===== config.mk =====
export PLATFORM = sky130hd
export DESIGN_NAME = host_link_top
export DESIGN_NICKNAME = d
export VERILOG_FILES = /design/src/host_link_pkg.sv /design/src/byte_fifo.sv /design/src/host_link_ctrl.sv /design/src/host_link_top.sv /design/src/uart_rx.sv /design/src/uart_tx.sv
export SDC_FILE = /design/constraint.sdc
export NUM_CORES = 1
export LEC_CHECK = 0
export BUFFER_PORTS_ARGS = -buffer_cell sky130_fd_sc_hd__buf_4
export CAP_MARGIN = 0
export CORE_MARGIN = 2
export CORE_UTILIZATION = 40
export DETAILED_ROUTE_END_ITERATION = 12
export PLACE_DENSITY = 0.65
export SLEW_MARGIN = 40
export SYNTH_ARGS = -nofsm -noshare
export SYNTH_HDL_FRONTEND = slang
export SYNTH_SLANG_ARGS = --single-unit

===== constraint.sdc =====
create_clock -name clk -period 3.6 [get_ports clk]
set_input_delay 0 -clock clk [delete_from_list [all_inputs] [get_ports clk]]
set_output_delay 0 -clock clk [all_outputs]
set_load 0.1 [all_outputs]

===== src/host_link_pkg.sv =====
`default_nettype none

package host_link_pkg;

    // serial payload
    typedef logic [7:0] byte_t;

    // one program memory word, packed little endian
    typedef logic [31:0] word_t;

    // word address into program memory
    typedef logic [15:0] word_addr_t;

    // program length as sent by the host, in bytes
    typedef logic [31:0] prog_len_t;

    // handshake codes answered to the host
    localparam byte_t READY_CODE = 8'h99;
    localparam byte_t DONE_CODE  = 8'hAA;

endpackage

`default_nettype wire


===== src/byte_fifo.sv =====
`timescale 1ns/1ps
`default_nettype none

module byte_fifo #(
    parameter int FIFO_DEPTH = 16
) (
    input  logic                 clk,
    input  logic                 reset_n,
    input  logic                 push,
    input  host_link_pkg::byte_t push_data,
    input  logic                 pop,
    output host_link_pkg::byte_t head,
    output logic                 full,
    output logic                 empty
);

    localparam int ADDR_W = $clog2(FIFO_DEPTH);

    host_link_pkg::byte_t mem [FIFO_DEPTH];
    logic [ADDR_W:0]      wr_ptr;  // extra bit tells full from empty
    logic [ADDR_W:0]      rd_ptr;
    logic                 do_push;
    logic                 do_pop;

    assign empty   = (wr_ptr == rd_ptr);
    assign full    = (wr_ptr[ADDR_W] != rd_ptr[ADDR_W])
                  && (wr_ptr[ADDR_W-1:0] == rd_ptr[ADDR_W-1:0]);
    assign do_push = push && !full;
    assign do_pop  = pop && !empty;
    assign head    = mem[rd_ptr[ADDR_W-1:0]];  // oldest entry

    always_ff @(posedge clk) begin
        if (!reset_n) begin
            wr_ptr <= '0;
            rd_ptr <= '0;
        end else begin
            if (do_push) wr_ptr <= wr_ptr + 1'b1;
            if (do_pop) rd_ptr <= rd_ptr + 1'b1;
        end
    end

    always_ff @(posedge clk) begin
        if (do_push) mem[wr_ptr[ADDR_W-1:0]] <= push_data;
    end

    a_no_push_full: assert property (@(posedge clk) disable iff (!reset_n)
        push |-> !full)
        else $error("byte_fifo: push while full, byte ignored");

    a_no_pop_empty: assert property (@(posedge clk) disable iff (!reset_n)
        pop |-> !empty)
        else $error("byte_fifo: pop while empty, ignored");

endmodule

`default_nettype wire


===== src/host_link_ctrl.sv =====
`timescale 1ns/1ps
`default_nettype none

module host_link_ctrl (
    input  logic                      clk,
    input  logic                      reset_n,
    input  host_link_pkg::byte_t      rx_data,
    input  logic                      rx_valid,
    input  logic                      rx_ferr,
    output host_link_pkg::byte_t      tx_data,
    output logic                      tx_start,
    input  logic                      tx_busy,
    input  logic                      send_ready,
    input  logic                      send_done,
    input  logic                      recv_size,
    input  logic                      recv_program,
    input  logic                      recv_stdin,
    input  logic                      send_stdout,
    output logic                      ready_sent,
    output logic                      done_sent,
    output logic                      size_done,
    output logic                      program_done,
    output logic                      prog_we,
    output host_link_pkg::word_addr_t prog_addr,
    output host_link_pkg::word_t      prog_wdata,
    output logic                      stdin_push,
    output host_link_pkg::byte_t      stdin_push_data,
    input  logic                      stdin_full,
    output logic                      stdout_pop,
    input  host_link_pkg::byte_t      stdout_head,
    input  logic                      stdout_empty,
    output logic                      frame_error,
    output logic                      stdin_overrun
);

    logic [1:0]                lane;      // byte position inside a word
    host_link_pkg::prog_len_t  prog_len;
    host_link_pkg::prog_len_t  byte_cnt;
    host_link_pkg::word_addr_t word_addr;
    host_link_pkg::word_t      word_acc;
    host_link_pkg::word_t      word_next;
    logic                      size_byte;
    logic                      prog_byte;
    logic                      prog_last;
    logic                      word_full;
    logic                      stdin_byte;
    logic                      tx_free;
    logic                      start_ready;
    logic                      start_done;
    logic                      start_out;

    assign size_byte  = rx_valid && recv_size && !size_done;
    assign prog_byte  = rx_valid && recv_program && !program_done;
    assign prog_last  = (byte_cnt + 32'd1) == prog_len;
    assign word_full  = prog_byte && (lane == 2'd3 || prog_last);
    assign stdin_byte = rx_valid && recv_stdin;

    always_comb begin
        word_next = word_acc;
        word_next[lane*8 +: 8] = rx_data;
    end

    always_ff @(posedge clk) begin
        if (!reset_n) begin
            lane          <= '0;
            byte_cnt      <= '0;
            word_addr     <= '0;
            word_acc      <= '0;
            size_done     <= 1'b0;
            program_done  <= 1'b0;
            prog_we       <= 1'b0;
            prog_addr     <= '0;
            stdin_push    <= 1'b0;
            frame_error   <= 1'b0;
            stdin_overrun <= 1'b0;
        end else begin
            prog_we    <= 1'b0;
            stdin_push <= 1'b0;
            if (size_byte || prog_byte) lane <= lane + 2'd1;
            else if (!recv_size && !recv_program) lane <= '0;
            if (size_byte && lane == 2'd3) size_done <= 1'b1;
            else if (!recv_size) size_done <= 1'b0;
            if (prog_byte) begin
                byte_cnt <= byte_cnt + 32'd1;
                word_acc <= word_full ? '0 : word_next;
                if (word_full) begin
                    prog_we   <= 1'b1;
                    prog_addr <= word_addr;
                    word_addr <= word_addr + 16'd1;
                end
                if (prog_last) program_done <= 1'b1;
            end else if (!recv_program) begin  // restart between phases
                byte_cnt     <= '0;
                word_acc     <= '0;
                word_addr    <= '0;
                program_done <= 1'b0;
            end
            if (stdin_byte) begin
                if (stdin_full) stdin_overrun <= 1'b1;  // byte dropped
                else stdin_push <= 1'b1;
            end
            if (rx_ferr) frame_error <= 1'b1;
        end
    end

    always_ff @(posedge clk) begin
        if (size_byte) prog_len[lane*8 +: 8] <= rx_data;
        if (word_full) prog_wdata <= word_next;
        if (stdin_byte && !stdin_full) stdin_push_data <= rx_data;
    end

    // fixed priority ready, done, stdout
    assign tx_free     = !tx_busy && !tx_start;
    assign start_ready = tx_free && send_ready && !ready_sent;
    assign start_done  = tx_free && send_done && !done_sent && !start_ready;
    assign start_out   = tx_free && send_stdout && !stdout_empty && !start_ready && !start_done;

    always_ff @(posedge clk) begin
        if (!reset_n) begin
            tx_start   <= 1'b0;
            stdout_pop <= 1'b0;
            ready_sent <= 1'b0;
            done_sent  <= 1'b0;
        end else begin
            tx_start   <= start_ready || start_done || start_out;
            stdout_pop <= start_out;
            if (start_ready) ready_sent <= 1'b1;
            else if (!send_ready) ready_sent <= 1'b0;
            if (start_done) done_sent <= 1'b1;
            else if (!send_done) done_sent <= 1'b0;
        end
    end

    always_ff @(posedge clk) begin
        if (start_ready) tx_data <= host_link_pkg::READY_CODE;
        else if (start_done) tx_data <= host_link_pkg::DONE_CODE;
        else if (start_out) tx_data <= stdout_head;
    end

    a_prog_we_pulse: assert property (@(posedge clk) disable iff (!reset_n)
        prog_we |=> !prog_we)
        else $error("host_link_ctrl: prog_we wider than one cycle");

endmodule

`default_nettype wire


===== src/host_link_top.sv =====
`timescale 1ns/1ps
`default_nettype none

module host_link_top #(
    parameter int CLKS_PER_BIT = 16,
    parameter int FIFO_DEPTH   = 16
) (
    input  logic                      clk,
    input  logic                      reset_n,
    input  logic                      rxd,
    output logic                      txd,
    input  logic                      send_ready,
    input  logic                      send_done,
    input  logic                      recv_size,
    input  logic                      recv_program,
    input  logic                      recv_stdin,
    input  logic                      send_stdout,
    output logic                      ready_sent,
    output logic                      done_sent,
    output logic                      size_done,
    output logic                      program_done,
    output logic                      prog_we,
    output host_link_pkg::word_addr_t prog_addr,
    output host_link_pkg::word_t      prog_wdata,
    input  logic                      stdin_pop,
    output host_link_pkg::byte_t      stdin_data,
    output logic                      stdin_empty,
    input  logic                      stdout_push,
    input  host_link_pkg::byte_t      stdout_push_data,
    output logic                      stdout_full,
    output logic                      frame_error,
    output logic                      stdin_overrun
);

    host_link_pkg::byte_t rx_data;
    logic                 rx_valid;
    logic                 rx_ferr;
    host_link_pkg::byte_t tx_data;
    logic                 tx_start;
    logic                 tx_busy;
    logic                 stdin_push;
    host_link_pkg::byte_t stdin_push_data;
    logic                 stdin_full;
    logic                 stdout_pop;
    host_link_pkg::byte_t stdout_head;
    logic                 stdout_empty;

    uart_rx #(.CLKS_PER_BIT(CLKS_PER_BIT)) i_uart_rx (
        .clk, .reset_n, .rxd, .rx_data, .rx_valid, .rx_ferr
    );

    uart_tx #(.CLKS_PER_BIT(CLKS_PER_BIT)) i_uart_tx (
        .clk, .reset_n, .tx_data, .tx_start, .tx_busy, .txd
    );

    host_link_ctrl i_ctrl (.*);

    // host to CPU
    byte_fifo #(.FIFO_DEPTH(FIFO_DEPTH)) i_stdin_fifo (
        .clk, .reset_n, .push(stdin_push), .push_data(stdin_push_data),
        .pop(stdin_pop), .head(stdin_data), .full(stdin_full), .empty(stdin_empty)
    );

    // CPU to host
    byte_fifo #(.FIFO_DEPTH(FIFO_DEPTH)) i_stdout_fifo (
        .clk, .reset_n, .push(stdout_push), .push_data(stdout_push_data),
        .pop(stdout_pop), .head(stdout_head), .full(stdout_full), .empty(stdout_empty)
    );

endmodule

`default_nettype wire


===== src/uart_rx.sv =====
`timescale 1ns/1ps
`default_nettype none

module uart_rx #(
    parameter int CLKS_PER_BIT = 16
) (
    input  logic                 clk,
    input  logic                 reset_n,
    input  logic                 rxd,
    output host_link_pkg::byte_t rx_data,
    output logic                 rx_valid,
    output logic                 rx_ferr
);

    localparam int CNT_W = $clog2(CLKS_PER_BIT);
    localparam logic [CNT_W-1:0] CNT_LAST = CNT_W'(CLKS_PER_BIT - 1);
    localparam logic [CNT_W-1:0] CNT_HALF = CNT_W'(CLKS_PER_BIT / 2 - 1);

    typedef enum logic [1:0] {
        S_IDLE,
        S_START,
        S_DATA,
        S_STOP
    } state_t;

    state_t           state;
    logic             rxd_meta;
    logic             rxd_s;
    logic             rxd_d;
    logic [CNT_W-1:0] clk_cnt;
    logic [2:0]       bit_cnt;
    logic             sample;

    assign sample = (clk_cnt == CNT_LAST);

    always_ff @(posedge clk) begin
        if (!reset_n) begin
            rxd_meta <= 1'b1;
            rxd_s    <= 1'b1;
            rxd_d    <= 1'b1;
            state    <= S_IDLE;
            clk_cnt  <= '0;
            bit_cnt  <= '0;
            rx_valid <= 1'b0;
            rx_ferr  <= 1'b0;
        end else begin
            rxd_meta <= rxd;
            rxd_s    <= rxd_meta;
            rxd_d    <= rxd_s;
            rx_valid <= 1'b0;
            rx_ferr  <= 1'b0;
            clk_cnt  <= sample ? '0 : clk_cnt + 1'b1;
            case (state)
                S_IDLE: begin
                    clk_cnt <= '0;
                    if (rxd_d && !rxd_s) state <= S_START;  // falling edge
                end
                S_START: begin
                    if (clk_cnt == CNT_HALF) begin
                        clk_cnt <= '0;  // realign to bit centre
                        bit_cnt <= '0;
                        state   <= rxd_s ? S_IDLE : S_DATA;  // glitch filter
                    end
                end
                S_DATA: begin
                    if (sample) begin
                        bit_cnt <= bit_cnt + 3'd1;
                        if (bit_cnt == 3'd7) state <= S_STOP;
                    end
                end
                default: begin
                    if (sample) begin
                        rx_valid <= rxd_s;
                        rx_ferr  <= !rxd_s;  // low stop bit drops the byte
                        state    <= S_IDLE;
                    end
                end
            endcase
        end
    end

    always_ff @(posedge clk) begin
        if (state == S_DATA && sample) rx_data <= {rxd_s, rx_data[7:1]};  // lsb first
    end

    a_valid_ferr_excl: assert property (@(posedge clk) disable iff (!reset_n)
        !(rx_valid && rx_ferr))
        else $error("uart_rx: rx_valid and rx_ferr high together");

endmodule

`default_nettype wire


===== src/uart_tx.sv =====
`timescale 1ns/1ps
`default_nettype none

module uart_tx #(
    parameter int CLKS_PER_BIT = 16
) (
    input  logic                 clk,
    input  logic                 reset_n,
    input  host_link_pkg::byte_t tx_data,
    input  logic                 tx_start,
    output logic                 tx_busy,
    output logic                 txd
);

    localparam int CNT_W = $clog2(CLKS_PER_BIT);
    localparam logic [CNT_W-1:0] CNT_LAST = CNT_W'(CLKS_PER_BIT - 1);

    logic [CNT_W-1:0] clk_cnt;
    logic [3:0]       bit_cnt;  // bits finished in this frame
    logic [8:0]       shift;    // data bits then stop bit
    logic             bit_end;

    assign bit_end = tx_busy && (clk_cnt == CNT_LAST);

    always_ff @(posedge clk) begin
        if (!reset_n) begin
            tx_busy <= 1'b0;
            txd     <= 1'b1;
            clk_cnt <= '0;
            bit_cnt <= '0;
        end else if (tx_start) begin
            tx_busy <= 1'b1;
            txd     <= 1'b0;  // start bit
            clk_cnt <= '0;
            bit_cnt <= '0;
        end else if (bit_end) begin
            clk_cnt <= '0;
            if (bit_cnt == 4'd9) begin
                tx_busy <= 1'b0;  // stop bit done, line stays high
            end else begin
                txd     <= shift[0];
                bit_cnt <= bit_cnt + 4'd1;
            end
        end else if (tx_busy) begin
            clk_cnt <= clk_cnt + 1'b1;
        end
    end

    always_ff @(posedge clk) begin
        if (tx_start) shift <= {1'b1, tx_data};
        else if (bit_end) shift <= {1'b1, shift[8:1]};
    end

    // the controller must wait for busy to drop before the next byte
    a_no_start_busy: assert property (@(posedge clk) disable iff (!reset_n)
        tx_start |-> !tx_busy)
        else $error("uart_tx: tx_start while busy");

endmodule

`default_nettype wire


After elaboration in Yosys (flattened, before gate mapping)
Memory sizes are Yosys's and may differ from the RTL's. A register that Yosys moved wholly into a read port is not among the register bits.
Cells that the tools add are included.

word-level totals
  bits in registers = 248
  bits in writable memories = 256
  output and inout port bits = 66
  word-level logic and storage cells = 205
  memories kept = 2

operators by class
  $add $sub $neg = 12
  equal/unequal tests = 26
  shift operators = 2
  muxes and demuxes = 53
  bitwise logic cells = 3
  reduce and logical (&&, ||, !) cells = 69

memories
  name               depth  bits a word  rd ports  clocked after Yosys merged registers in  write ports  line             text
  i_stdin_fifo.mem   16     8            1         1                                        1            byte_fifo.sv:19  host_link_pkg::byte_t mem [FIFO_DEPTH];
  i_stdout_fifo.mem  16     8            1         1                                        1            byte_fifo.sv:19

operators by type and width
  operator                 number
  $mux 32                  4
  $bwmux 32                2
  $mux 16                  3
  $neg 5->34               1
  $shift 8x34->32 const A  1
  $shiftx 8x34->32         1
  $add 32x1->32 const B    1
  $eq 32x32->1             1
  $logic_and 1x1->1        28
  $mux 4                   6
  $mux 1                   21
  $add 5x1->5 const B      4
  $ne 2x1->1 const B       9
  $reduce_and 2->1         9
  $add 16x1->16 const B    1
  $mux 2                   8
  $mux 8                   2
  $logic_not 1->1          15
  $add 4x1->4 const B      3
  $eq 4x4->1 const B       3
  $mux 6                   2
  $eq 5x5->1               2
  $reduce_bool 2->1        5
  $eq 4x4->1               2
  other kinds (21)         31

Longest topological paths before layout
Gate-level depths: netlist of run 1.

  depth after elaboration = 10
  gate-level depth with buffers = 12
  depth with buffers taken out = 9

By module
Synthesis of run 1 repeated with hierarchy kept, for this count alone.

unflattened totals
  cells, all modules = 1,537
  area total of the unflattened synthesis = 21,856.0 µm²

modules (own cells, without submodules)
  module          times used  cells each  area each (µm²)  sequential area each (µm²)
  byte_fifo       2           282         5,806.8          4,124.0
  host_link_ctrl  1           823         8,493.1          4,484.3
  uart_rx         1           81          923.4            520.5
  uart_tx         1           69          825.8            440.4

Worst setup path after synthesis of run 1
OpenSTA, ideal clock, no wires.

  path kind = register to register
  start = register i_ctrl.byte_cnt[0]
  end = register i_ctrl.prog_wdata[0] (enable)
  arrival time = 3,459 ps
  required time = 3,244 ps
  slack = -215 ps
  cell stages (with the launch flop) = 11
  period minus slack after synthesis = 3,815 ps
  cell sequence = dfxtp_1 > ha_1 > nand3_1 > or4_1 > or3_1 > a32oi_1 > nand4b_1 > o41a_1 > buf_6 > nor2_4 > buf_4

on the way
  longest elaborated chain between the ends = 4

ends and longest elaborated chain
  item                        line                   text
  start: declaration          host_link_ctrl.sv:38   host_link_pkg::prog_len_t byte_cnt;
  start signal: assignment    host_link_ctrl.sv:84   byte_cnt <= byte_cnt + 32'd1;
  $add 32x1->32               host_link_ctrl.sv:54   assign prog_last = (byte_cnt + 32'd1) == prog_len;
  $eq 32x32->1                host_link_ctrl.sv:54
  $logic_or 1x1->1            host_link_ctrl.sv:55   assign word_full = prog_byte && (lane == 2'd3 || prog_last);
  $logic_and 1x1->1           host_link_ctrl.sv:55
  named net i_ctrl.word_full  host_link_ctrl.sv:45   logic word_full;
  end signal: assignment      host_link_ctrl.sv:108  if (word_full) prog_wdata <= word_next;
  end: declaration            host_link_ctrl.sv:25   output host_link_pkg::word_t prog_wdata,

The timed path passes the listed nets, and every way through them passes these cells.
A chain may end at the register's enable or synchronous reset.

Worst setup path after layout of run 1
  start = register i_ctrl.byte_cnt[2]
  end = register i_ctrl.word_addr[15]

on the way
  longest elaborated chain between the ends = 6

ends and longest elaborated chain
  item                               line                  text
  $add 32x1->32                      host_link_ctrl.sv:54
  $eq 32x32->1                       host_link_ctrl.sv:54
  $logic_or 1x1->1                   host_link_ctrl.sv:55
  $logic_and 1x1->1                  host_link_ctrl.sv:55
  $ne 2x2->1 (no source line)        --
  $reduce_and 2->1 (no source line)  --
  end signal: assignment             host_link_ctrl.sv:89  word_addr <= word_addr + 16'd1;
  end: declaration                   host_link_ctrl.sv:39  host_link_pkg::word_addr_t word_addr;

No other way between the ends.

==> flow_summary.toml, run 1 <==
[layout]
final_area_sq_um = 25300
multiInputGateArea_sq_um = 7250
drive_above_1_share_pct = 20.7
area_delta_synth_final_pct = 18.1
fin_cells = 2441
final-seq-area_sq_um = 13700
final_nets = 1756
nFillCells = 4542
antenna_cells = 0

[global_route]
grt_max_degree = 45
grt_overflow = 0
grt_usage_pct = 16.5
grt_antenna_before_repair = 0
grt_pass1_vias = 12800
grt_pass1_wl_um = 72000

[floorplanning]
start_util_pct = 40.5
die-area_sq_um = 55300
die_h_um = 235
io_pins = 85
fp-row-count = 84
design.core.area_sq_um = 52800
fp.dieW_um = 235

[sta]
skew_ns = 0.0236
worstMarginPinSlew_ns = 0.839
setup_violations = 0
rsz0062_at_grt = "no"
fmax_mhz = 288
tns_ns = 0
fin_crit_sh_pct = 96.4
hold_viol = 0
finalMaxSlewViolations = 0
maxSlewHeadroom_pct = 43.9
setup_slack_ns = 0.131
layout_min_cycle_time_ns = 3.47

[cts]
clkTransAtPathRegs_ns = 0.06
root_buffer = "clkbuf_16"
clock_path_buffers = 3
htreeDepth = 2
insertion_delay_ns = 0.59
numCtsBuffers = 53
tritoncts = "yes"
clock_sinks = 512

[place]
pre_cts_ws_ns = -0.0157
port_buffers = 84
post_dp_cell_area_sq_um = 23100
gp_congestion = 0.861
dpl.hpwl_um = 31400
dp.cells = 2322

[worst_setup_path]
worst_setup_path_end_kind = "flop"
crit_fanout = 18
cp_slowest_cell = "or4_4"
crit_buf_inv = 1
critPathTopFamily = "simple AND/OR/NAND/NOR gates"
path_class = "reg -> reg"
critPathMostFrequentCell = "or4_4"
critPathMaxStageDelay_ns = 0.62
critical_path_required_ns = 4.07
start_kind = "flop"
cp_cell_sequence = "nand4_2 -> or4_4 -> or4_1 -> a211oi_2 -> o211ai_1 -> o41a_1 -> buf_6 -> or4_4 -> mux2i_1"
arrival_ns = 3.94

[logic_synthesis]
synth_edf_count = 344
ys_ff_latch = 512
synth_top_area_share_pct = 48.3
netlist_area_sq_um = 21400
synth_top_flop_cell = "edfxtp_1"
synth_nets = 1608
synth_seq_area_share_pct = 64.0
syn_area_per_cell_sq_um = 13.7
yosysTopAreaCell = "edfxtp_1"
synth_area_leaders = "edfxtp_1 (48%), dfxtp_1 (16%), mux4_2 (8.4%)"
yosysWarnings = 0
syn_inst = 1562
ys_async_sr_fraction_pct = 0
ys_types = 66

[detailed_routing]
drtIter0Drc = 881
wl_per_cell_um = 18.7
viasPerCell = 5.24
firstDrtPassIters = 5
final_antenna_net_count = 0
vias = 12800
drt_wl_total_um = 45700
drc_errors = 0

[pwr]
power_density_nw_per_um2 = 496
seq_power_share_pct = 50.7
intPower_mw = 10.0
power_frac_comb_pct = 2.8
switchingPower_mw = 2.53
clkPwrFrac_pct = 46.5
p_leak_nw = 8.68
p_sw_share_pct = 20.2
ir_drop_uv = 461

[run]
max_cap_viol_count = 0

[worst_hold_path]
hold_class = "in -> reg"

[status]
status = "completed"
## worst min-delay path, delay by kind of cell
family	cells	cell delay (ns)
and+or+nand+nor	3	0.49
buffers and inverters	1	0.11
## sequential cells by signal (all words and copies together) (netlist names), 5 cells and up, named ones only
register                cells
i_ctrl.word_addr           16
i_uart_tx.shift             8
i_ctrl.stdin_push_data      8
i_ctrl.word_acc            32
i_stdin_fifo.wr_ptr         5
i_ctrl.prog_wdata          32
i_ctrl.prog_len            32
i_ctrl.byte_cnt            32
i_ctrl.tx_data              8
i_stdin_fifo.mem          128
i_uart_rx.rx_data           8
i_stdout_fifo.mem         128
i_stdin_fifo.rd_ptr         5
i_stdout_fifo.rd_ptr        5
i_stdout_fifo.wr_ptr        5
i_ctrl.prog_addr           16
## worst paths after layout
kind                                    from                                 to  slack, ns  cells after the start
min reg2reg    i_uart_rx.rxd_meta$_SDFF_PN1_         i_uart_rx.rxd_s$_SDFF_PN1_       0.41                      1
max          i_ctrl.byte_cnt[2]$_SDFFE_PN0P_  i_ctrl.word_addr[15]$_SDFFE_PN0P_       0.13                      9
min                              send_stdout     i_ctrl.tx_data[4]$_SDFFE_PP1P_       0.07                      4
max reg2reg  i_ctrl.byte_cnt[2]$_SDFFE_PN0P_  i_ctrl.word_addr[15]$_SDFFE_PN0P_       0.13                      9
## stage by stage
step | util, % | hold WS [ns] | power [mW]
after global placement | 43.8 | 0.228 | 6.80
after floorplan | - | 0.0989 | 6.69
final | 47.9 | 0.0717 | 12.5
after global routing | 47.9 | 0.102 | 12.9
after detailed placement | 43.9 | 0.224 | 6.82
after CTS | 47.8 | 0.0416 | 12.7
## cell usage after synthesis (3+ instances only)
library cell,number
edfxtp_1,344
dfxtp_1,168
nand2_1,125
and2_1,93
mux4_2,80
nor2_1,79
a21oi_1,68
clkbuf_1,61
xnor2_1,48
inv_1,43
xor2_1,42
nor2b_1,35
o21ai_0,34
mux2i_1,33
o31ai_1,30
nand4_1,28
ha_1,27
nor3_1,23
or3_1,23
nand3_1,22
nand2b_1,21
mux2_2,16
buf_1,14
nor4_1,12
and3_1,11
or4_1,9
and4_1,6
buf_2,5
a21boi_0,4
and3b_1,3
nor3b_1,3
o21a_1,3
o311ai_0,3
or2_2,3
## final cells by class
class,count,area share [%]
sequential,512,54.2
inverter,43,0.639
clock inverter,36,1.89
tap,688,3.41
multi-input combinational,924,28.7
timing repair buffer,176,5.58
clock buffer,62,5.51
## power groups by stage
stage	clock network (mW)	logic (mW)	registers, mW
after CTS	5.96	0.360	6.35
after global placement	0	0.330	6.47
final	5.82	0.356	6.35
after global routing	6.18	0.398	6.35
after detailed placement	0	0.341	6.47
after floorplan	0	0.217	6.47
## timing repair
action	in CTS	in global routing
gates cloned	0	0
buffers inserted	0	2
gates resized for setup	1	5
setup endpoints to repair	12	92
hold buffers	19	0
endpoints found under the hold margin	181	0
pin swaps	0	2
## cells by family after synthesis
kind of cell	synth area share [%]
flops	64.0
simple gates	12.5
compound gates	5.08
mux	10.8
buf+inv	2.31
xor+xnor	3.69
fa+ha+maj	1.58
## placed cells by master (no fill, tap or decap), drive strengths merged, types with 48 or more instances in the layout
cell / n
edfxtp: 344
dfxtp: 168
buf: 157
nand2: 125
and2: 93
mux4: 80
nor2: 80
a21oi: 68
clkbuf: 62
xnor2: 48
## per-layer routing
| metal | vias to the layer above | track usage (%) | share of wire, % |
|---|---|---|---|
| met2 | 304 | 27.8 | 49 |
| met1 | 6325 | 21.7 | 44 |
| met3 | 73 | 2.93 | 5.1 |
| met4 | 0 | 5.02 | 2.5 |
| met5 | - | 0 | 0 |
| li1 | 6077 | - | - |
Power figures use the tool's default switching activity.
==> run 2: changes to the inputs <==
--- a/config.mk
+++ b/config.mk
@@ -7,6 +7,7 @@
 export LEC_CHECK = 0
 export BUFFER_PORTS_ARGS = -buffer_cell sky130_fd_sc_hd__buf_4
 export CAP_MARGIN = 0
+export CORE_ASPECT_RATIO = 1.5
 export CORE_MARGIN = 2
 export CORE_UTILIZATION = 40
 export DETAILED_ROUTE_END_ITERATION = 12
==> flow_summary.toml, run 2 (synthesized netlist as in run 1, its figures left out) <==
[cts]
tritoncts = "yes"
root_buffer = "clkbuf_16"
post_cts_buffers = 0
clock_path_buffers = 3
numCtsBuffers = 48
insertion_delay_ns = 0.59
htreeDepth = 2
clkTransAtPathRegs_ns = 0.07
clock_sinks = 512

[detailed_routing]
drtIter0Drc = 803
viasPerCell = 5.28
firstDrtPassIters = 5
final_antenna_net_count = 0
drc_errors = 0
drt_wl_total_um = 46400
wl_per_cell_um = 19.2
vias = 12800

[pwr]
p_leak_nw = 8.52
switchingPower_mw = 2.48
ir_drop_uv = 392
p_sw_share_pct = 20.5
power_density_nw_per_um2 = 482
clkPwrFrac_pct = 44.4
seq_power_share_pct = 52.6
intPower_mw = 9.58
power_frac_comb_pct = 2.9

[sta]
setup_violations = 0
hold_viol = 0
worstMarginPinSlew_ns = 0.831
layout_min_cycle_time_ns = 3.48
finalMaxSlewViolations = 0
tns_ns = 0
skew_ns = 0.0320
maxSlewHeadroom_pct = 44.4
rsz0062_at_grt = "no"
fin_crit_sh_pct = 96.7
setup_slack_ns = 0.120
fmax_mhz = 287

[layout]
final_cell_mix = "edfxtp_1 (344), dfxtp_1 (163), buf_4 (143), nand2_1 (125), and2_1 (93)"
mostFrequentLayoutCell = "edfxtp_1"
antenna_cells = 0
final_nets = 1741
area_delta_synth_final_pct = 16.9
drive_above_1_share_pct = 20.6

[worst_setup_path]
start_kind = "flop"
crit_fanout = 12
reg2reg_slack_ns = 0.12
path_class = "reg -> reg"
critPathMostFrequentCell = "or4_1"
cp_slowest_cell = "or4_1"
arrival_ns = 3.94
worst_setup_path_end_kind = "flop"
critPathMaxStageDelay_ns = 0.62
cp-startpoint = "i_ctrl.byte_cnt[1]$_SDFFE_PN0P_"
cp_cell_sequence = "nand4_2 -> or4_1 -> or4_1 -> a211oi_2 -> o211ai_1 -> o41a_1 -> buf_4 -> or4_4 -> mux2i_1"
r2r_start = "i_ctrl.byte_cnt[1]$_SDFFE_PN0P_"
critical_path_required_ns = 4.06
reg2reg_depth = 9

[run]
max_cap_viol_count = 0

[worst_hold_path]
holdPathStages = 4
hp-start = "send_stdout"
hold_class = "in -> reg"

[floorplanning]
fp-row-count = 103
start_util_pct = 40.6
io_pins = 85
die_h_um = 287
design.core.area_sq_um = 52700
die-area_sq_um = 55400
fp.dieW_um = 193

[global_route]
grt_pass1_wl_um = 72500
grt_antenna_before_repair = 0
grt_pass1_vias = 13000
grt_overflow = 0
grt_usage_pct = 17.0
grt_max_degree = 55

[place]
port_buffers = 84
pre_cts_ws_ns = 0.00571
dpl.hpwl_um = 32500
gp_congestion = 0.860

[status]
status = "completed"
## run 2: cell count changes in the layout (fill, tap and decap cells not counted), sizes merged
cell	delta
bufinv	-4
dlygate4sd3	-1
clkinvlp	-1
buf	-9
clkinv	-12
inv	+1
clkbuf	+7
## run 2: path summary, 6_finish.rpt
path | end
min | i_ctrl.tx_data[4]$_SDFFE_PP1P_
max reg2reg | i_ctrl.word_addr[15]$_SDFFE_PN0P_
max | i_ctrl.word_addr[15]$_SDFFE_PN0P_
min reg2reg | i_uart_rx.rxd_s$_SDFF_PN1_
## run 2: cell type report
type | instances | area (sq um)
fillers | 4573 | 27700
flip-flops and latches | 512 | 13700
multi-input cells | 924 | 7280
clock buffers | 69 | 1350
repair buffers | 166 | 1350
well taps | 682 | 853
clock inverters | 20 | 315
inverters | 43 | 161
## run 2: power by group through the flow
stage                     Clock, mW  Sequential [mW]  Combinational, mW
final                          5.35             6.34              0.355
after CTS                      5.45             6.34              0.360
after global placement            0             6.47              0.328
after floorplan                   0             6.47              0.217
after global routing           5.68             6.35              0.393
after detailed placement          0             6.47              0.343
## run 2: layer usage
layer | up-vias | wire length [um] | track usage (%)
li1 | 6033 | - | -
met5 | - | 0 | 0
met3 | 91 | 1740 | 2.21
met1 | 6375 | 17700 | 19.3
met4 | 0 | 1660 | 6.47
met2 | 265 | 25300 | 31.8
## run 2: metrics by stage
stage	hold slack, ns	power, mW	std cells	cell area (sq um)	util [%]
finish	0.0778	12.1	2416	25000	47.4
global placement	0.238	6.80	2309	23100	43.8
detailed placement	0.240	6.82	2309	23100	43.8
global route	0.109	12.4	2416	25000	47.4
CTS	0.0639	12.2	2416	25000	47.4
floorplan	0.0989	6.69	1562	21400	-
## run 2: worst max-delay path, delay by kind of cell, from the launching register on
kind / cells / cell delay (ns)
AND/OR/NAND/NOR: 4 / 1.86
buffers and inverters: 1 / 0.19
AO/OA/AOI/OAI: 3 / 0.83
multiplexers: 1 / 0.13
flip-flops: 1 / 0.37
## run 2: repair_timing
item | CTS | global route
hold buffers | 18 | 0
endpoints found under the hold margin | 197 | 0
gates resized for setup | 2 | 7
pin swaps | 1 | 2
endpoints found under the setup margin | 10 | 97
cloned | 0 | 0
